## src/source/mipsCore_config.svh

```systemverilog
`ifndef MIPSCORE_CONFIG_SVH
`define MIPSCORE_CONFIG_SVH

// datapath width, only 32 is supported
`define DATA_W      32
`define REG_ADDR_W  5
`define REG_NUM     32
`define REG_LINK    5'd31   // jal destination

// exception codes carried in the writeback record
`define EXC_NONE    2'd0
`define EXC_OVF     2'd1
`define EXC_RI      2'd2

`endif

```

## src/source/mipsIsaPkg.sv

```systemverilog
`default_nettype none

`include "mipsCore_config.svh"

package mipsIsaPkg;

    typedef enum logic [5:0] {
        OP_SPECIAL = 6'h00,
        OP_J       = 6'h02,
        OP_JAL     = 6'h03,
        OP_BEQ     = 6'h04,
        OP_BNE     = 6'h05,
        OP_BLEZ    = 6'h06,
        OP_BGTZ    = 6'h07,
        OP_ADDI    = 6'h08,
        OP_ADDIU   = 6'h09,
        OP_SLTI    = 6'h0A,
        OP_ANDI    = 6'h0C,
        OP_ORI     = 6'h0D,
        OP_XORI    = 6'h0E,
        OP_LUI     = 6'h0F
    } opcode_e;

    typedef enum logic [5:0] {
        FN_SLL  = 6'h00,
        FN_SRL  = 6'h02,
        FN_SRA  = 6'h03,
        FN_JR   = 6'h08,
        FN_ADD  = 6'h20,
        FN_ADDU = 6'h21,
        FN_SUB  = 6'h22,
        FN_SUBU = 6'h23,
        FN_AND  = 6'h24,
        FN_OR   = 6'h25,
        FN_XOR  = 6'h26,
        FN_NOR  = 6'h27,
        FN_SLT  = 6'h2A,
        FN_SLTU = 6'h2B
    } funct_e;

    typedef enum logic [3:0] {
        ALU_ADD, ALU_SUB, ALU_AND, ALU_OR, ALU_XOR, ALU_NOR,
        ALU_SLT, ALU_SLTU, ALU_SLL, ALU_SRL, ALU_SRA, ALU_PASSB
    } aluOp_e;

    typedef enum logic [2:0] {
        BR_NONE, BR_EQ, BR_NE, BR_LEZ, BR_GTZ, BR_JUMP, BR_JREG
    } brCond_e;

    typedef struct packed {
        opcode_e                op;
        logic [`REG_ADDR_W-1:0] rs;
        logic [`REG_ADDR_W-1:0] rt;
        logic [`REG_ADDR_W-1:0] rd;
        logic [4:0]             shamt;
        funct_e                 funct;
    } rType_s;

    typedef struct packed {
        opcode_e                op;
        logic [`REG_ADDR_W-1:0] rs;
        logic [`REG_ADDR_W-1:0] rt;
        logic [15:0]            imm16;
    } iType_s;

    // one instruction word, two views
    typedef union packed {
        rType_s r;
        iType_s i;
    } instWord_u;

endpackage

`default_nettype wire

```

## src/source/pipeStagePkg.sv

```systemverilog
`default_nettype none

`include "mipsCore_config.svh"

package pipeStagePkg;

    // decode -> execute
    typedef struct packed {
        logic [`DATA_W-1:0]     pc;
        logic [`DATA_W-1:0]     opA;      // forwarded rs
        logic [`DATA_W-1:0]     opB;      // rt or extended imm
        logic [`DATA_W-1:0]     rtVal;    // forwarded rt, for compares
        mipsIsaPkg::aluOp_e     aluOp;
        mipsIsaPkg::brCond_e    brCond;
        logic [4:0]             shamt;
        logic [25:0]            jIndex;
        logic [15:0]            imm16;
        logic [`REG_ADDR_W-1:0] dest;
        logic                   regWrite;
        logic                   link;     // write pc+8 instead of alu result
        logic                   ovfCheck;
        logic                   riFlag;
        logic                   valid;
    } decExec_s;

    // execute -> commit, also the writeback record
    typedef struct packed {
        logic                   valid;
        logic [`DATA_W-1:0]     pc;
        logic [`REG_ADDR_W-1:0] dest;
        logic                   regWrite;
        logic [`DATA_W-1:0]     data;
        logic [1:0]             exc;
    } wbRec_s;

endpackage

`default_nettype wire

```

## src/source/regFile.sv

```systemverilog
`timescale 1ns/1ps
`default_nettype none

`include "mipsCore_config.svh"

module regFile (
    input  wire logic                   clk,
    input  wire logic                   rst_i,
    input  wire pipeStagePkg::wbRec_s   wbRec_i,
    input  wire logic [`REG_ADDR_W-1:0] rsAddr_i,
    input  wire logic [`REG_ADDR_W-1:0] rtAddr_i,
    output logic [`DATA_W-1:0]          rsData_o,
    output logic [`DATA_W-1:0]          rtData_o
);
    logic [`DATA_W-1:0] regs [`REG_NUM];
    logic               wrEn;

    // commit only clean results
    assign wrEn = wbRec_i.valid && wbRec_i.regWrite && (wbRec_i.exc == `EXC_NONE);

    always_ff @(posedge clk) begin
        if (rst_i) begin
            for (int i = 0; i < `REG_NUM; i++) begin
                regs[i] <= '0;
            end
        end else if (wrEn) begin
            regs[wbRec_i.dest] <= wbRec_i.data;
        end
    end

    function automatic logic [`DATA_W-1:0] readReg(input logic [`REG_ADDR_W-1:0] addr);
        if (addr == '0) return '0;                                    // $zero
        if (wrEn && (wbRec_i.dest == addr)) return wbRec_i.data;      // write-through
        return regs[addr];
    endfunction

    always_comb begin
        rsData_o = readReg(rsAddr_i);
        rtData_o = readReg(rtAddr_i);
    end

    // decoder must never let a write target $zero
    noZeroWrite: assert property (@(posedge clk) disable iff (rst_i)
        wrEn |-> (wbRec_i.dest != '0))
        else $error("regFile: write committed to register 0");

endmodule

`default_nettype wire

```

## src/source/instDecoder.sv

```systemverilog
`timescale 1ns/1ps
`default_nettype none

`include "mipsCore_config.svh"

module instDecoder (
    input  wire logic                      clk,
    input  wire logic                      rst_i,
    input  wire logic                      instValid_i,
    input  wire logic [`DATA_W-1:0]        instPc_i,
    input  wire mipsIsaPkg::instWord_u     instWord_i,
    input  wire pipeStagePkg::wbRec_s      exFwd_i,
    input  wire pipeStagePkg::wbRec_s      wbFwd_i,
    input  wire logic [`DATA_W-1:0]        rsData_i,
    input  wire logic [`DATA_W-1:0]        rtData_i,
    output logic [`REG_ADDR_W-1:0]         rsAddr_o,
    output logic [`REG_ADDR_W-1:0]         rtAddr_o,
    output pipeStagePkg::decExec_s         decRec_o
);
    import mipsIsaPkg::*;
    import pipeStagePkg::*;

    localparam logic [1:0] IMM_SIGN  = 2'd0;
    localparam logic [1:0] IMM_ZERO  = 2'd1;
    localparam logic [1:0] IMM_UPPER = 2'd2;

    aluOp_e                 aluOp;
    brCond_e                brCond;
    logic [1:0]             immKind;
    logic                   useImm, regWrite, link, ovfCheck, riFlag;
    logic [`REG_ADDR_W-1:0] dest;
    logic [`DATA_W-1:0]     immExt, rsVal, rtVal;
    decExec_s               decNext;

    assign rsAddr_o = instWord_i.r.rs;
    assign rtAddr_o = instWord_i.r.rt;

    always_comb begin
        aluOp    = ALU_ADD;
        brCond   = BR_NONE;
        immKind  = IMM_SIGN;
        useImm   = 1'b0;
        regWrite = 1'b0;
        link     = 1'b0;
        ovfCheck = 1'b0;
        riFlag   = 1'b0;
        dest     = instWord_i.r.rd;
        case (instWord_i.r.op)
            OP_SPECIAL: begin
                regWrite = 1'b1;
                case (instWord_i.r.funct)
                    FN_SLL:  aluOp = ALU_SLL;
                    FN_SRL:  aluOp = ALU_SRL;
                    FN_SRA:  aluOp = ALU_SRA;
                    FN_ADD:  begin aluOp = ALU_ADD; ovfCheck = 1'b1; end
                    FN_ADDU: aluOp = ALU_ADD;
                    FN_SUB:  begin aluOp = ALU_SUB; ovfCheck = 1'b1; end
                    FN_SUBU: aluOp = ALU_SUB;
                    FN_AND:  aluOp = ALU_AND;
                    FN_OR:   aluOp = ALU_OR;
                    FN_XOR:  aluOp = ALU_XOR;
                    FN_NOR:  aluOp = ALU_NOR;
                    FN_SLT:  aluOp = ALU_SLT;
                    FN_SLTU: aluOp = ALU_SLTU;
                    FN_JR:   begin brCond = BR_JREG; regWrite = 1'b0; end
                    default: begin riFlag = 1'b1; regWrite = 1'b0; end
                endcase
            end
            OP_J:    brCond = BR_JUMP;
            OP_JAL:  begin brCond = BR_JUMP; link = 1'b1; regWrite = 1'b1; dest = `REG_LINK; end
            OP_BEQ:  brCond = BR_EQ;
            OP_BNE:  brCond = BR_NE;
            OP_BLEZ: brCond = BR_LEZ;
            OP_BGTZ: brCond = BR_GTZ;
            default: begin
                // immediate forms write rt
                useImm   = 1'b1;
                regWrite = 1'b1;
                dest     = instWord_i.i.rt;
                case (instWord_i.i.op)
                    OP_ADDI:  ovfCheck = 1'b1;
                    OP_ADDIU: aluOp = ALU_ADD;
                    OP_SLTI:  aluOp = ALU_SLT;
                    OP_ANDI:  begin aluOp = ALU_AND; immKind = IMM_ZERO; end
                    OP_ORI:   begin aluOp = ALU_OR;  immKind = IMM_ZERO; end
                    OP_XORI:  begin aluOp = ALU_XOR; immKind = IMM_ZERO; end
                    OP_LUI:   begin aluOp = ALU_PASSB; immKind = IMM_UPPER; end
                    default:  begin riFlag = 1'b1; regWrite = 1'b0; end
                endcase
            end
        endcase
    end

    always_comb begin
        case (immKind)
            IMM_ZERO:  immExt = {{(`DATA_W-16){1'b0}}, instWord_i.i.imm16};
            IMM_UPPER: immExt = {instWord_i.i.imm16, {(`DATA_W-16){1'b0}}};
            default:   immExt = {{(`DATA_W-16){instWord_i.i.imm16[15]}}, instWord_i.i.imm16};
        endcase
    end

    function automatic logic recHits(input wbRec_s rec, input logic [`REG_ADDR_W-1:0] addr);
        return rec.valid && rec.regWrite && (rec.exc == `EXC_NONE) && (rec.dest == addr);
    endfunction

    // execute first, then commit, then regfile
    assign rsVal = recHits(exFwd_i, rsAddr_o) ? exFwd_i.data :
                   recHits(wbFwd_i, rsAddr_o) ? wbFwd_i.data : rsData_i;
    assign rtVal = recHits(exFwd_i, rtAddr_o) ? exFwd_i.data :
                   recHits(wbFwd_i, rtAddr_o) ? wbFwd_i.data : rtData_i;

    always_comb begin
        decNext.pc       = instPc_i;
        decNext.opA      = rsVal;
        decNext.opB      = useImm ? immExt : rtVal;
        decNext.rtVal    = rtVal;
        decNext.aluOp    = aluOp;
        decNext.brCond   = brCond;
        decNext.shamt    = instWord_i.r.shamt;
        decNext.jIndex   = {instWord_i.i.rs, instWord_i.i.rt, instWord_i.i.imm16};
        decNext.imm16    = instWord_i.i.imm16;
        decNext.dest     = dest;
        decNext.regWrite = regWrite && (dest != '0);    // $zero writes dropped here
        decNext.link     = link;
        decNext.ovfCheck = ovfCheck;
        decNext.riFlag   = riFlag;
        decNext.valid    = instValid_i;
    end

    always_ff @(posedge clk) begin
        if (rst_i) begin
            decRec_o.valid <= 1'b0;
        end else begin
            decRec_o <= decNext;
        end
    end

endmodule

`default_nettype wire

```

## src/source/aluUnit.sv

```systemverilog
`timescale 1ns/1ps
`default_nettype none

`include "mipsCore_config.svh"

module aluUnit (
    input  wire pipeStagePkg::decExec_s decRec_i,
    output logic [`DATA_W-1:0]          aluResult_o,
    output logic                        overflow_o
);
    import mipsIsaPkg::*;

    localparam int MSB = `DATA_W - 1;

    logic [`DATA_W-1:0] opA, opB, sum, diff;
    logic               addOvf, subOvf;

    assign opA  = decRec_i.opA;
    assign opB  = decRec_i.opB;
    assign sum  = opA + opB;
    assign diff = opA - opB;

    // signed overflow from operand and result signs
    assign addOvf = (opA[MSB] == opB[MSB]) && (sum[MSB] != opA[MSB]);
    assign subOvf = (opA[MSB] != opB[MSB]) && (diff[MSB] != opA[MSB]);

    always_comb begin
        case (decRec_i.aluOp)
            ALU_ADD:   aluResult_o = sum;
            ALU_SUB:   aluResult_o = diff;
            ALU_AND:   aluResult_o = opA & opB;
            ALU_OR:    aluResult_o = opA | opB;
            ALU_XOR:   aluResult_o = opA ^ opB;
            ALU_NOR:   aluResult_o = ~(opA | opB);
            ALU_SLT:   aluResult_o = {{MSB{1'b0}}, $signed(opA) < $signed(opB)};
            ALU_SLTU:  aluResult_o = {{MSB{1'b0}}, opA < opB};
            ALU_SLL:   aluResult_o = opB << decRec_i.shamt;    // shifts act on rt
            ALU_SRL:   aluResult_o = opB >> decRec_i.shamt;
            ALU_SRA:   aluResult_o = $signed(opB) >>> decRec_i.shamt;
            ALU_PASSB: aluResult_o = opB;                      // lui
            default:   aluResult_o = '0;
        endcase
    end

    assign overflow_o = decRec_i.ovfCheck &&
                        ((decRec_i.aluOp == ALU_SUB) ? subOvf : addOvf);

endmodule

`default_nettype wire

```

## src/source/branchUnit.sv

```systemverilog
`timescale 1ns/1ps
`default_nettype none

`include "mipsCore_config.svh"

module branchUnit (
    input  wire pipeStagePkg::decExec_s decRec_i,
    output logic                        taken_o,
    output logic [`DATA_W-1:0]          target_o,
    output logic [`DATA_W-1:0]          linkData_o
);
    import mipsIsaPkg::*;

    localparam int MSB = `DATA_W - 1;

    logic [`DATA_W-1:0] rsVal, rtVal, pcPlus4, brOffset, brTarget, jTarget;
    logic               cond;

    assign rsVal    = decRec_i.opA;
    assign rtVal    = decRec_i.rtVal;
    assign pcPlus4  = decRec_i.pc + `DATA_W'd4;
    assign brOffset = {{(`DATA_W-18){decRec_i.imm16[15]}}, decRec_i.imm16, 2'b00};
    assign brTarget = pcPlus4 + brOffset;
    assign jTarget  = {pcPlus4[MSB -: 4], decRec_i.jIndex, 2'b00};   // same 256MB region

    always_comb begin
        case (decRec_i.brCond)
            BR_EQ:   cond = (rsVal == rtVal);
            BR_NE:   cond = (rsVal != rtVal);
            BR_LEZ:  cond = rsVal[MSB] || (rsVal == '0);
            BR_GTZ:  cond = !rsVal[MSB] && (rsVal != '0);
            BR_JUMP: cond = 1'b1;
            BR_JREG: cond = 1'b1;
            default: cond = 1'b0;
        endcase
    end

    assign taken_o    = decRec_i.valid && cond;
    assign target_o   = (decRec_i.brCond == BR_JUMP) ? jTarget :
                        (decRec_i.brCond == BR_JREG) ? rsVal : brTarget;
    assign linkData_o = decRec_i.pc + `DATA_W'd8;     // skips the delay slot

endmodule

`default_nettype wire

```

## src/source/commitStage.sv

```systemverilog
`timescale 1ns/1ps
`default_nettype none

`include "mipsCore_config.svh"

module commitStage (
    input  wire logic                   clk,
    input  wire logic                   rst_i,
    input  wire pipeStagePkg::decExec_s decRec_i,
    input  wire logic [`DATA_W-1:0]     aluResult_i,
    input  wire logic                   overflow_i,
    input  wire logic                   taken_i,
    input  wire logic [`DATA_W-1:0]     target_i,
    input  wire logic [`DATA_W-1:0]     linkData_i,
    output pipeStagePkg::wbRec_s        exFwd_o,
    output pipeStagePkg::wbRec_s        wbRec_o,
    output logic                        branchTaken_o,
    output logic [`DATA_W-1:0]          branchTarget_o
);
    always_comb begin
        exFwd_o.valid    = decRec_i.valid;
        exFwd_o.pc       = decRec_i.pc;
        exFwd_o.dest     = decRec_i.dest;
        exFwd_o.regWrite = decRec_i.regWrite;
        exFwd_o.data     = decRec_i.link ? linkData_i : aluResult_i;
        if (decRec_i.riFlag) begin
            exFwd_o.exc = `EXC_RI;
        end else if (overflow_i) begin
            exFwd_o.exc = `EXC_OVF;
        end else begin
            exFwd_o.exc = `EXC_NONE;
        end
    end

    // redirect leaves in the execute cycle
    assign branchTaken_o  = taken_i;
    assign branchTarget_o = target_i;

    always_ff @(posedge clk) begin
        if (rst_i) begin
            wbRec_o.valid <= 1'b0;
        end else begin
            wbRec_o <= exFwd_o;
        end
    end

    // a reserved instruction never reaches the alu with an overflow check
    riNotOvf: assert property (@(posedge clk) disable iff (rst_i)
        (decRec_i.valid && decRec_i.riFlag) |-> !overflow_i)
        else $error("commitStage: overflow raised for a reserved instruction");

endmodule

`default_nettype wire

```

## src/source/mipsLiteCore.sv

```systemverilog
`timescale 1ns/1ps
`default_nettype none

`include "mipsCore_config.svh"

module mipsLiteCore (
    input  wire logic                  clk,
    input  wire logic                  rst_i,
    input  wire logic                  instValid_i,
    input  wire logic [`DATA_W-1:0]    instPc_i,
    input  wire mipsIsaPkg::instWord_u instWord_i,
    output logic                       wbValid_o,
    output logic [`DATA_W-1:0]         wbPc_o,
    output logic                       wbRegWen_o,
    output logic [`REG_ADDR_W-1:0]     wbRegNum_o,
    output logic [`DATA_W-1:0]         wbData_o,
    output logic [1:0]                 wbExc_o,
    output logic                       branchTaken_o,
    output logic [`DATA_W-1:0]         branchTarget_o
);
    import pipeStagePkg::*;

    decExec_s               decRec;
    wbRec_s                 exFwd, wbRec;
    logic [`REG_ADDR_W-1:0] rsAddr, rtAddr;
    logic [`DATA_W-1:0]     rsData, rtData, aluResult, target, linkData;
    logic                   overflow, taken;

    regFile i_regFile (
        .clk(clk), .rst_i(rst_i), .wbRec_i(wbRec),
        .rsAddr_i(rsAddr), .rtAddr_i(rtAddr), .rsData_o(rsData), .rtData_o(rtData)
    );

    instDecoder i_instDecoder (
        .clk(clk), .rst_i(rst_i),
        .instValid_i(instValid_i), .instPc_i(instPc_i), .instWord_i(instWord_i),
        .exFwd_i(exFwd), .wbFwd_i(wbRec), .rsData_i(rsData), .rtData_i(rtData),
        .rsAddr_o(rsAddr), .rtAddr_o(rtAddr), .decRec_o(decRec)
    );

    aluUnit i_aluUnit (.decRec_i(decRec), .aluResult_o(aluResult), .overflow_o(overflow));

    branchUnit i_branchUnit (
        .decRec_i(decRec), .taken_o(taken), .target_o(target), .linkData_o(linkData)
    );

    commitStage i_commitStage (
        .clk(clk), .rst_i(rst_i), .decRec_i(decRec),
        .aluResult_i(aluResult), .overflow_i(overflow),
        .taken_i(taken), .target_i(target), .linkData_i(linkData),
        .exFwd_o(exFwd), .wbRec_o(wbRec),
        .branchTaken_o(branchTaken_o), .branchTarget_o(branchTarget_o)
    );

    // debug-style writeback view of the commit record
    assign wbValid_o  = wbRec.valid;
    assign wbPc_o     = wbRec.pc;
    assign wbRegWen_o = wbRec.valid && wbRec.regWrite && (wbRec.exc == `EXC_NONE);
    assign wbRegNum_o = wbRec.dest;
    assign wbData_o   = wbRec.data;
    assign wbExc_o    = wbRec.exc;

endmodule

`default_nettype wire

```

## config.mk

```make
export PLATFORM = sky130hd
export DESIGN_NAME = mipsLiteCore
export DESIGN_NICKNAME = d
export VERILOG_FILES = /design/src/source/mipsIsaPkg.sv /design/src/source/pipeStagePkg.sv /design/src/source/regFile.sv /design/src/source/instDecoder.sv /design/src/source/aluUnit.sv /design/src/source/branchUnit.sv /design/src/source/commitStage.sv /design/src/source/mipsLiteCore.sv
export VERILOG_INCLUDE_DIRS = /design/src /design/src/source
export SDC_FILE = /design/constraint.sdc
export NUM_CORES = 2
export LEC_CHECK = 0
export BUFFER_PORTS_ARGS = -buffer_cell sky130_fd_sc_hd__buf_4
export CAP_MARGIN = 10
export CORE_MARGIN = 10
export CORE_UTILIZATION = 60
export CTS_BUF_LIST = sky130_fd_sc_hd__clkbuf_4 sky130_fd_sc_hd__clkbuf_8
export DETAILED_ROUTE_END_ITERATION = 10
export PLACE_DENSITY = 0.79
export SLEW_MARGIN = 20
export SYNTH_ARGS = -nofsm -noshare
export SYNTH_HDL_FRONTEND = slang
export SYNTH_SLANG_ARGS = --single-unit
```

## constraint.sdc

```tcl
create_clock -name clk -period 25.9 [get_ports clk]
set_input_delay 7.77 -clock clk [delete_from_list [all_inputs] [get_ports clk]]
set_output_delay 7.77 -clock clk [all_outputs]
set_load 0.01 [all_outputs]
```

# After elaboration in Yosys (flattened, before gate mapping)
# Memory sizes are Yosys's and may differ from the RTL's.
# Index checks and enable logic that the tools add are counted.
[totals] reg_bits=265 latchBits=0 mem_bits_rw=1024 rom_bits=0 in_bits=67 output_inout_bits=106 wordCells=182 mem_count=1
[mem_list] name="i_regFile.regs" depth=32 width=32 read_ports=2 rd_ports_with_merged_regs=0 write_ports=32 line="regFile.sv:15" rtl="logic [`DATA_W-1:0] regs [`REG_NUM];"
[op_classes] add_sub_neg=5 n_mul=0 n_div=0 order_cmp=2 n_eq_ne=55 shift=3 mux=52 bitwise=4 reduce_logical=39
[ops] operator="$mux W32" count=15
[ops] operator="$pmux W32 S12" count=1
[ops] operator="$add A32 B32 Y32" count=2
[ops] operator="$lt A32 B32 Y1" count=2
[ops] operator="$pmux W32 S2" count=1
[ops] operator="$eq A6 B6 Y1 const B" count=10
[ops] operator="$eq A6 B4 Y1 const B" count=8
[ops] operator="$pmux W4 S10" count=1
[ops] operator="$add A32 B3 Y32 const B" count=1
[ops] operator="$add A32 B4 Y32 const B" count=1
[ops] operator="$and A32 B32 Y32" count=1
[ops] operator="$eq A32 B32 Y1" count=1
[ops] operator="$logic_not A32 Y1" count=1
[ops] operator="$ne A32 B32 Y1" count=1
[ops] operator="$not A32 Y32" count=1
[ops] operator="$or A32 B32 Y32" count=1
[ops] operator="$reduce_bool A32 Y1" count=1
[ops] operator="$reduce_or A32 Y1" count=1
[ops] operator="$shl A32 B5 Y32" count=1
[ops] operator="$shr A32 B5 Y32" count=1
[ops] operator="$sshr A32 B5 Y32" count=1
[ops] operator="$sub A32 B32 Y32" count=1
[ops] operator="$xor A32 B32 Y32" count=1
[ops] operator="$eq A6 B2 Y1 const B" count=4
[ops] operator="40 further kinds" count=101

# Logic depth before layout (Yosys ltp)
[logic_depth] ltp_word=12 ltp_mapped=19 mapped_depth_nobuf=18

# Cells and area by module
# Synthesis repeated with hierarchy kept, for this count alone.
[unflattened] hier_cells=6626 hier_area_um2=79673.9
[by_module_without_submodules] mod="regFile" instances=1 cells_per_inst=3871 area_per_inst_um2=55356.8 seq_area_each_um2=30749.5
[by_module_without_submodules] mod="aluUnit" instances=1 cells_per_inst=1365 area_per_inst_um2=9356.5 seq_area_each_um2=0.0
[by_module_without_submodules] mod="instDecoder" instances=1 cells_per_inst=640 area_per_inst_um2=8086.5 seq_area_each_um2=5124.9
[by_module_without_submodules] mod="branchUnit" instances=1 cells_per_inst=564 area_per_inst_um2=3570.9 seq_area_each_um2=0.0
[by_module_without_submodules] mod="commitStage" instances=1 cells_per_inst=185 area_per_inst_um2=3290.7 seq_area_each_um2=2182.1
[by_module_without_submodules] mod="mipsLiteCore" instances=1 cells_per_inst=1 area_per_inst_um2=12.5 seq_area_each_um2=0.0

# Worst setup path after synthesis
# No wires, ideal clock.
[synth_path] path_type="input port to flip-flop" start="input port rst_i" end="memory i_regFile.regs[10][0] in the netlist's numbering, enable pin" setup_ns=0.939 t_arrival_ns=20.745 t_required_ns=24.961 slack_ns=4.216 stages=3 path_buffers=1 path_cell_list="inv_1 clkbuf_1 o21ai_0"
[synth_rtl] element="start: declaration" line="mipsLiteCore.sv:8" rtl="input wire logic rst_i,"
[synth_rtl] element="end: declaration" line="regFile.sv:15"

# Worst setup path in the final report
[layout_path] start="register i_instDecoder.decRec_o[164] in the netlist's numbering" end="output port branchTarget_o[30]"
[layout_via] elab_chain_cells=4
[layout_lines] element="start: declaration" line="instDecoder.sv:18" rtl="output pipeStagePkg::decExec_s decRec_o"
[layout_lines] element="start signal: assignment" line="instDecoder.sv:134" rtl="decRec_o <= decNext;"
[layout_lines] element="$add A32 B3 Y32 *" line="branchUnit.sv:21" rtl="assign pcPlus4 = decRec_i.pc + `DATA_W'd4;"
[layout_lines] element="$add A32 B32 Y32" line="branchUnit.sv:23" rtl="assign brTarget = pcPlus4 + brOffset;"
[layout_lines] element="$mux W32" line="branchUnit.sv:40" rtl="(decRec_i.brCond == BR_JREG) ? rsVal : brTarget;"
[layout_lines] element="$mux W32 *" line="branchUnit.sv:39" rtl="assign target_o = (decRec_i.brCond == BR_JUMP) ? jTarget :"
[layout_lines] element="end: declaration" line="mipsLiteCore.sv:19" rtl="output logic [`DATA_W-1:0] branchTarget_o"
# Every way passes the cells marked *; elsewhere a longest branch is shown, timed or not.

==> run metrics <==
outcome=finished, final reports clean; Final Skew=between 0.07 and 0.08 ns; Post-CTS Resized=0; relative slew slack=between 10 and 15%; CTS tree=yes; Worst-Skew Late Latency=1.00 ns; Max-Cap Viols=0; Pwr Total=5.37 mW; layout cells sized above 1=21.4%; most common cell after layout, fill and taps aside=edfxtp_1; Die Width=between 300 and 400 µm; Leak Pwr=32.4 nW; initial antenna violation count=27; routed via count=63,300; remaining antenna violation count=0; Most used DFF post-synth=edfxtp_1; CP Launch Type=register; Final min period=13.56 ns; total gr overflow=0; synth-to-layout area growth=8.53%; maximum fanout along the worst path=6; Num CTS Buffers=204; Initial Util=60.3%; Port Buf Inserts=172; Synth Register Bits=1,268; WS Path Type=reg -> out; via-per-instance ratio=7.46; Final setup viols=0; nets=6,750; Synth Warn #=0; type of the worst min-delay path=reg -> reg; CP arrival=slightly below 6 ns; core area=~130,000 µm²; hold slack=0.463 ns; Fmax achieved=around 74 MHz; Seq/Total Area, Yosys=47.4%; Final period util=52.3%; post-route insts no fill=8,487; final hold viol count=0; DR DRC count=0; Pins Over Slew Limit=0; post-CTS setup repair buffer count=0; placed cell area=roughly 83,000 µm²; largest net degree at the start of global routing=118; TritonCTS Sinks=roughly 1,300; RSZ-0062 raised after global routing=no; PD cells=61.6 nW/µm²; crit path capture type=output port; post-detail-place hpwl=211,000 µm; clk buf depth=3; number of buffers inserted by hold repair at cts=0; Total GRT Usage=43.4%; peak supply drop=0.0512 mV; Layout fillers=9,751; Post-Syn Nets=about 6,800; first-pass GRT wire length=459,000 µm; most frequent cells in the layout=edfxtp_1 (1,266), and2_1 (1,052), mux4_2 (524); CTS H-Tree Depth=4; final instance area=87,200 µm²; Post-Synthesis Cells=~6,600; Slew @ Worst Pin=1.31 ns; clock-pin transition on the worst setup and hold timing paths=0.06 ns; full die area=roughly 150,000 µm²; drt total wl=328,000 µm; FP Rows=about 130; Routability Congestion=~1.0; Netlist cell types=approximately 110; drt wl/cell=about 39 µm; Ports=173; worst endpoint required time=18.13 ns; asr flop ratio synth=0%; Die H=386 µm; EDFF count, synth=around 1,300; synthesized area=roughly 80,000 µm²; dpl cells=8,099; number of global-route vias before repair=~61,000; starting DRC count in detailed routing=11,100; Final TNS setup=0 ns; CTS root buf=clkbuf_8; syn_area_per_cell=approximately 12 µm²; drt first pass iters=9
[where the power goes]
part           internal (mW)  switching [mW]
Combinational          0.395           0.750
Clock                  0.900           0.866
Sequential              2.36           0.104
[worst max-delay path, stage by stage, from the launching register on]
cell and delay [ns]:
edfxtp_1 0.46, ha_1 0.32, nand4_1 0.19, nor3_1 0.53
nand3_1 0.18, xnor2_1 0.29, ha_1 0.37, a211oi_1 0.28
nand2_1 0.09, a21oi_1 0.11, a21bo_2 0.22, o21bai_1 0.22
a41o_1 0.31, o21ai_0 0.45, o21ai_0 0.23, mux2i_1 0.16
a211oi_1 0.25, buf_4 0.16
[path summary, 6_finish.rpt]
kind	cells past startpoint	to	start	slack (ns)
max reg2reg	13	i_instDecoder.decRec_o[100]$_DFFE_PN_	i_instDecoder.decRec_o[150]$_DFFE_PN_	19.73
min reg2reg	0	i_commitStage.wbRec_o[34]$_DFFE_PN_	i_instDecoder.decRec_o[4]$_DFFE_PN_	0.46
min	0	i_commitStage.wbRec_o[34]$_DFFE_PN_	i_instDecoder.decRec_o[4]$_DFFE_PN_	0.46
max	17	branchTarget_o[30]	i_instDecoder.decRec_o[164]$_DFFE_PN_	12.34
[state kept, by name (all words and copies together) (netlist names)]
signal,flops
i_commitStage.wbRec_o,73
i_instDecoder.decRec_o,171
i_regFile.regs,1024
[cell families (layout without fill, tap and decap cells)]
kind of cell	count (synthesis)	count (layout)	share of synthesized area [%]
flip-flops	1268	1268	47.4
buffers and inverters	831	899	4.68
multiplexers	920	920	20.0
AND/OR/NAND/NOR	2158	2158	14.5
other	0	16	0
XOR/XNOR	144	144	1.58
AO/OA/AOI/OAI	1172	1172	9.68
adder cells (fa/ha/maj)	142	142	2.24
[layer usage]
layer,vias to the layer above,part of all wire [%],GRT usage (%)
met5,-,0.11,0.422
met4,24,9.0,31.9
met3,1558,15,15.6
met2,5953,44,64.6
met1,30800,32,51.8
li1,24900,-,-
[synth_stat cells (28+ instances only)]
library cell  number  area [µm²]
inv_1            136         510
buf_1             60         225
a32o_1            28         280
a211oi_1          50         375
ha_1             139        1740
a221oi_1          56         490
buf_4             95         713
nand3_1          118         591
and2_1          1052        6580
mux2i_1          315        3150
o22ai_1           29         181
nand2b_1          32         200
nor2_1           347        1300
o221ai_1          42         368
nor4_1            45         282
a31oi_1           39         244
xnor2_1           68         596
mux2_2            58         653
a22oi_1           49         368
edfxtp_1        1266       38000
clkbuf_1         431        1620
xor2_1            75         657
nor3_1            78         390
o21ai_0          256        1280
a21o_1            37         278
nand4_1           33         206
a21oi_1          328        1640
mux4_2           524       11800
nand2_1          336        1260
buf_2             85         425
[layout make-up]
type | instances | area, µm² | area share [%]
Clock inverter | 109 | 796 | 0.913
Multi-Input combinational cell | 4536 | 39300 | 45.0
Inverter | 138 | 528 | 0.606
Antenna cell | 16 | 40.0 | 0.0459
Timing Repair Buffer | 393 | 3060 | 3.50
Clock buffer | 259 | 3250 | 3.72
Sequential cell | 1268 | 38100 | 43.6
Tap cell | 1768 | 2210 | 2.54
[through the flow]
stage | util (%) | setup WS [ns]
5_1_grt | 65.4 | 11.96
3_3_place_gp | 62.3 | 12.35
2_1_floorplan | - | 4.22
6_report | 65.4 | 12.34
4_1_cts | 65.3 | 12.43
3_5_place_dp | 62.3 | 12.22
Power figures use the tool's default switching activity.
